## src/verilog/mem_cfg_pkg.sv

```systemverilog
// geometry and latency constants of the memory column
// cache sets and blocks, backing memory depth and timing

package mem_cfg_pkg;

  localparam int data_width = 32;
  localparam int addr_width = 10;

  // cache geometry
  localparam int block_words = 4;
  localparam int num_sets = 8;
  localparam int offset_width = $clog2(block_words);
  localparam int index_width = $clog2(num_sets);
  localparam int tag_width = addr_width - index_width - offset_width;
  localparam int block_width = data_width * block_words;

  // backing memory
  localparam int block_addr_width = addr_width - offset_width;
  localparam int mem_blocks = 2 ** block_addr_width;
  localparam int mem_latency = 4;

  // word at address a powers up as a ^ mem_init_key
  localparam logic [31:0] mem_init_key = 32'h5a3c_96e1;

endpackage

```

## src/verilog/mem_link_pkg.sv

```systemverilog
// host link opcodes and request payload layout
// payload word is store data or a stat command

package mem_link_pkg;

  typedef enum logic [1:0] {
    op_load  = 2'd0,
    op_store = 2'd1,
    op_stat  = 2'd2
  } op_e;

  // sel 0 reads the hit counter, 1 the miss counter
  typedef struct packed {
    logic [15:0] tag;
    logic        sel;
    logic [14:0] unused;
  } stat_cmd_t;

  typedef union packed {
    logic [mem_cfg_pkg::data_width-1:0] data;
    stat_cmd_t                          stat;
  } link_payload_u;

endpackage

```

## src/verilog/link_endpoint.sv

```systemverilog
// host link endpoint, registers requests and forwards loads and stores
// answers stat requests locally with a tagged strobe
`timescale 1ns/1ps

module link_endpoint (
  input  logic                                clk,
  input  logic                                rst_n_i,
  input  logic                                req_i,
  input  mem_link_pkg::op_e                   op_i,
  input  logic [mem_cfg_pkg::addr_width-1:0]  addr_i,
  input  mem_link_pkg::link_payload_u         payload_i,
  input  logic                                cache_ack_i,
  input  logic [mem_cfg_pkg::data_width-1:0]  cache_rdata_i,
  input  logic [31:0]                         hit_count_i,
  input  logic [31:0]                         miss_count_i,
  output logic                                ack_o,
  output logic [mem_cfg_pkg::data_width-1:0]  rdata_o,
  output logic                                stat_v_o,
  output logic [15:0]                         stat_tag_o,
  output logic                                cache_req_o,
  output logic                                cache_we_o,
  output logic [mem_cfg_pkg::addr_width-1:0]  cache_addr_o,
  output logic [mem_cfg_pkg::data_width-1:0]  cache_wdata_o
);

  localparam logic [2:0] e_idle   = 3'd0;
  localparam logic [2:0] e_decode = 3'd1;
  localparam logic [2:0] e_cache  = 3'd2;
  localparam logic [2:0] e_drain  = 3'd3;
  localparam logic [2:0] e_resp   = 3'd4;

  logic [2:0]                        state_q;
  mem_link_pkg::op_e                 op_q;
  logic [mem_cfg_pkg::addr_width-1:0] addr_q;
  mem_link_pkg::link_payload_u       payload_q;
  logic                              is_stat;

  assign is_stat = (op_q == mem_link_pkg::op_stat);

  assign cache_we_o = (op_q == mem_link_pkg::op_store);
  assign cache_addr_o = addr_q;
  assign cache_wdata_o = payload_q.data;

  always_ff @(posedge clk) begin
    if (!rst_n_i) begin
      state_q <= e_idle;
      ack_o <= 1'b0;
      stat_v_o <= 1'b0;
      cache_req_o <= 1'b0;
    end else begin
      stat_v_o <= 1'b0;
      case (state_q)
        e_idle: if (req_i) state_q <= e_decode;
        e_decode: begin
          if (is_stat) begin
            ack_o <= 1'b1;
            stat_v_o <= 1'b1;
            state_q <= e_resp;
          end else begin
            cache_req_o <= 1'b1;
            state_q <= e_cache;
          end
        end
        e_cache: begin
          if (cache_ack_i) begin
            cache_req_o <= 1'b0;
            state_q <= e_drain;
          end
        end
        // cache must finish its handshake first
        e_drain: begin
          if (!cache_ack_i) begin
            ack_o <= 1'b1;
            state_q <= e_resp;
          end
        end
        e_resp: begin
          if (!req_i) begin
            ack_o <= 1'b0;
            state_q <= e_idle;
          end
        end
        default: state_q <= e_idle;
      endcase
    end
  end

  always_ff @(posedge clk) begin
    if (state_q == e_idle && req_i) begin
      op_q <= op_i;
      addr_q <= addr_i;
      payload_q <= payload_i;
    end
    if (state_q == e_decode && is_stat) begin
      rdata_o <= payload_q.stat.sel ? miss_count_i : hit_count_i;
      stat_tag_o <= payload_q.stat.tag;
    end
    if (state_q == e_cache && cache_ack_i) begin
      rdata_o <= cache_rdata_i;
    end
  end

  assert property (@(posedge clk) disable iff (!rst_n_i)
    $rose(cache_ack_i) |-> cache_req_o);

endmodule

```

## config.mk

```make
export PLATFORM = sky130hd
export DESIGN_NAME = link_endpoint
export DESIGN_NICKNAME = d
export VERILOG_FILES = /design/src/verilog/mem_cfg_pkg.sv /design/src/verilog/mem_link_pkg.sv /design/src/verilog/link_endpoint.sv
export SDC_FILE = /design/constraint.sdc
export NUM_CORES = 1
export LEC_CHECK = 0
export ABC_CLOCK_PERIOD_IN_PS = 8050
export BUFFER_PORTS_ARGS = -buffer_cell sky130_fd_sc_hd__buf_2
export CAP_MARGIN = 5
export CORE_UTILIZATION = 46
export DETAILED_ROUTE_END_ITERATION = 10
export PLACE_DENSITY = 0.87
export SLEW_MARGIN = 20
export SYNTH_ARGS = -nofsm -noshare
export SYNTH_HDL_FRONTEND = slang
export SYNTH_SLANG_ARGS = --single-unit
export TNS_END_PERCENT = 5
```

## constraint.sdc

```tcl
create_clock -name clk -period 8.05 [get_ports clk]
set_input_delay 0.4025 -clock clk [delete_from_list [all_inputs] [get_ports clk]]
set_output_delay 0.4025 -clock clk [all_outputs]
set_load 0.05 [all_outputs]
```

==> metrics.md <==
| Metric | Value |
|---|---|
| Netlist area before placement | 0.00374 mm^2 |
| Fin crit share | 28.3% |
| Layout cells sized above 1 | 54.6% |
| Setup Skew | 0.0105 ns |
| DRT iter0 DRCs | 61 |
| Setup-failing EPs final | 0 |
| Largest family of logic cells by synthesized area | multiplexers |
| Buffers on Ports | 237 |
| Adder-Cell Fraction of Synth Area | 0% |
| Slew @ Worst Pin | 0.734 ns |
| Count of cell types in the netlist | 25 |
| Die height | 92.2 um |
| VDD IR-drop max | 0.156 mV |
| Fin Hold WS | 0.222 ns |
| Vias per std cell | 4.80 |
| Nets | 617 |
| Initial Util | 47.9% |
| 1st-pass router iterations | 4 |
| Minimum clock period | 2.27 ns |
| Clk root buf | clkbuf_8 |
| Dpl cell area | 0.00500 mm^2 |
| CTS Buf Count | 9 |
| Final WL | 8680 um |
| Hold_sp | payload_i[6] |
| Max-Cap Viols | 0 |
| Pwr dens | 218 mW/mm^2 |
| Clock latency on the worst-skew pair | 0.35 ns |
| Max Slew Vio Count | 0 |
| Mapped Cells | 233 |
| Crit start category | flop |
| Compound-Gate Fraction of Synth Area | 5.52% |
| Setup crit end kind | flop |
| Syn nets | 377 |
| Post-route cell area | 0.00520 mm^2 |
| Syn avg cell area | 16.1 um^2 |
| Power, Total | 1.13 mW |
| Mux share of post-synthesis cell area | 8.56% |
| Peak Freq | 0.440 GHz |
| Xor and xnor area share after synthesis | 0% |
| Clock Tree Buf Depth | 2 |
| Worst Path Required | 8.03 ns |
| DR DRC count | 0 |
| Synth Area in Simple Gates | 6.32% |
| Inserted Diodes | 0 |
| Postcts setup bufs | 0 |
| Vias in the first global route | 2,755 |
| Std-Cell Core Area | 0.00781 mm^2 |
| Initial antenna violation count | 0 |
| WS Path Type | flop to flop |
| RR Startpoint | state_q[2]$_SDFFE_PN0P_ |
| First-pass GRT wire length | 12,600 um |
| GR Overflow Total | 0 |
| Area grow syn2layout | 39.0% |
| I/O pin total | 238 |
| Syn. warnings | 0 |
| # hold bufs at CTS | 0 |
| Slew headroom | 51.1% |
| Register area share after synthesis | 77.1% |
| DIE WIDTH | 92.2 um |
| FILL cells | 589 |
| Util after Layout | 66.6% |
| FP Rows | 32 |
| DR vias | 2,785 |
| Setup TNS | 0 ns |
| CTS-repair resized insts | 0 |
| Drt wl/cell | 15.0 um |
| Overall routing resource usage | 19.9% |
| CTS tree | yes |
| Status | complete, no violations |
| RSZ-0062 raised after global routing | no |
| Antenna Nets Post-Route | 0 |
| H-tree level count | 3 |
| Final hold violation count | 0 |
| Total Die Area | 0.00850 mm^2 |
| Largest net degree at the start of global routing | 67 |
| Detailed placer's ending HPWL | 6650 um |
| Flops & latches, synth | 98 |
| Leak | 2.28 nW |
| Clk pin slew, worst setup/hold paths | 0.10 ns |
| GP Congestion | 0.813 |
| Hold Crit Class | primary input to flop |
| Max Fanout on Critical Path | 66 |
| CP arrival | 2.25 ns |
| Clock sinks | 98 |
| Critical path launch point | state_q[2]$_SDFFE_PN0P_ |
[cells by family (layout without fill, tap and decap cells)]
kind of cell,Yosys count,count (layout)
AO/OA/AOI/OAI,39,39
flip-flops,98,98
buffers and inverters,14,259
AND/OR/NAND/NOR,50,50
multiplexers,32,32
[per-stage QoR]
stage | setup WS, ns | instances
final | 5.78 | 580
after global routing | 5.61 | 580
after CTS | 5.76 | 579
after detailed placement | 5.73 | 563
after global placement | 5.76 | 563
after floorplan | 5.19 | 233
[flip-flops by register name, summed over array words and instances (netlist names)]
name,count
cache_req_o,1
stat_v_o,1
op_q,2
state_q,3
stat_tag_o,16
cache_addr_o,10
ack_o,1
rdata_o,32
cache_wdata_o,32
[worst max-delay path: stages (launching register included)]
cell,delay [ns]
dfxtp_1,0.39
and4bb_4,0.76
or2_2,0.72
[per-layer routing]
metal  vias to the layer above  share of wire (%)  track usage [%]  wire length (um)
li1                       1348                  -                -                 -
met2                       159                 53             36.7              4630
met4                         0                1.8             7.42               154
met5                         -                  0                0                 0
met3                        16                 11             8.21               970
met1                      1262                 34             19.7              2920
[cells in the mapped netlist]
master	instances	area [um^2]
edfxtp_1	92	2760
nand2_1	35	131
mux2i_1	32	320
o21ai_0	24	120
o21ai_1	9	45.0
dfxtp_1	6	120
buf_6	5	56.3
buf_2	4	20.0
a21oi_1	3	15.0
inv_1	3	11.3
nand2b_1	3	18.8
nor2_1	3	11.3
clkbuf_1	2	7.51
a41oi_1	1	8.76
and2_1	1	6.26
and3_1	1	6.26
and4bb_4	1	16.3
nand3_1	1	5.00
nand3b_1	1	7.51
nor2b_1	1	6.26
nor3b_2	1	12.5
o211a_1	1	10.0
o21a_1	1	7.51
or2_2	1	6.26
or3b_1	1	8.76
[final cells by class]
class	count	area [um^2]	area share, %
repair buffers	240	1220	23.5
clock buffers	9	124	2.38
clock inverters	7	61.3	1.18
well taps	102	128	2.45
flip-flops and latches	98	2880	55.4
multi-input cells	121	773	14.9
inverters	3	11.3	0.217
[layout by cell type, fill, tap and decap left out, drive strengths merged]
master,count
a21oi,3
a41oi,1
and2,1
and3,1
and4bb,1
buf,240
clkbuf,9
clkinv,4
clkinvlp,1
dfxtp,6
edfxtp,92
inv,5
mux2i,32
nand2,35
nand2b,3
nand3,1
nand3b,1
nor2,3
nor2b,1
nor3b,1
o211a,1
o21a,1
o21ai,33
or2,1
or3b,1
[report_power, final]
part	internal [mW]	switching, mW	leakage (nW)
logic	0.0653	0.164	1.28
clock network	0.118	0.172	0.0932
registers	0.601	0.0113	0.906
total	0.784	0.347	2.28
[path summary, 6_finish.rpt]
kind	cells past startpoint	to	slack, ns
worst max-delay path	2	rdata_o[6]$_DFFE_PP_	5.78
worst min-delay path	1	cache_wdata_o[6]$_DFFE_PP_	0.22
worst max register to register	2	rdata_o[6]$_DFFE_PP_	5.78
worst min register to register	0	stat_tag_o[0]$_DFFE_PP_	0.45
Note: power is estimated with default switching activity, not from simulation.
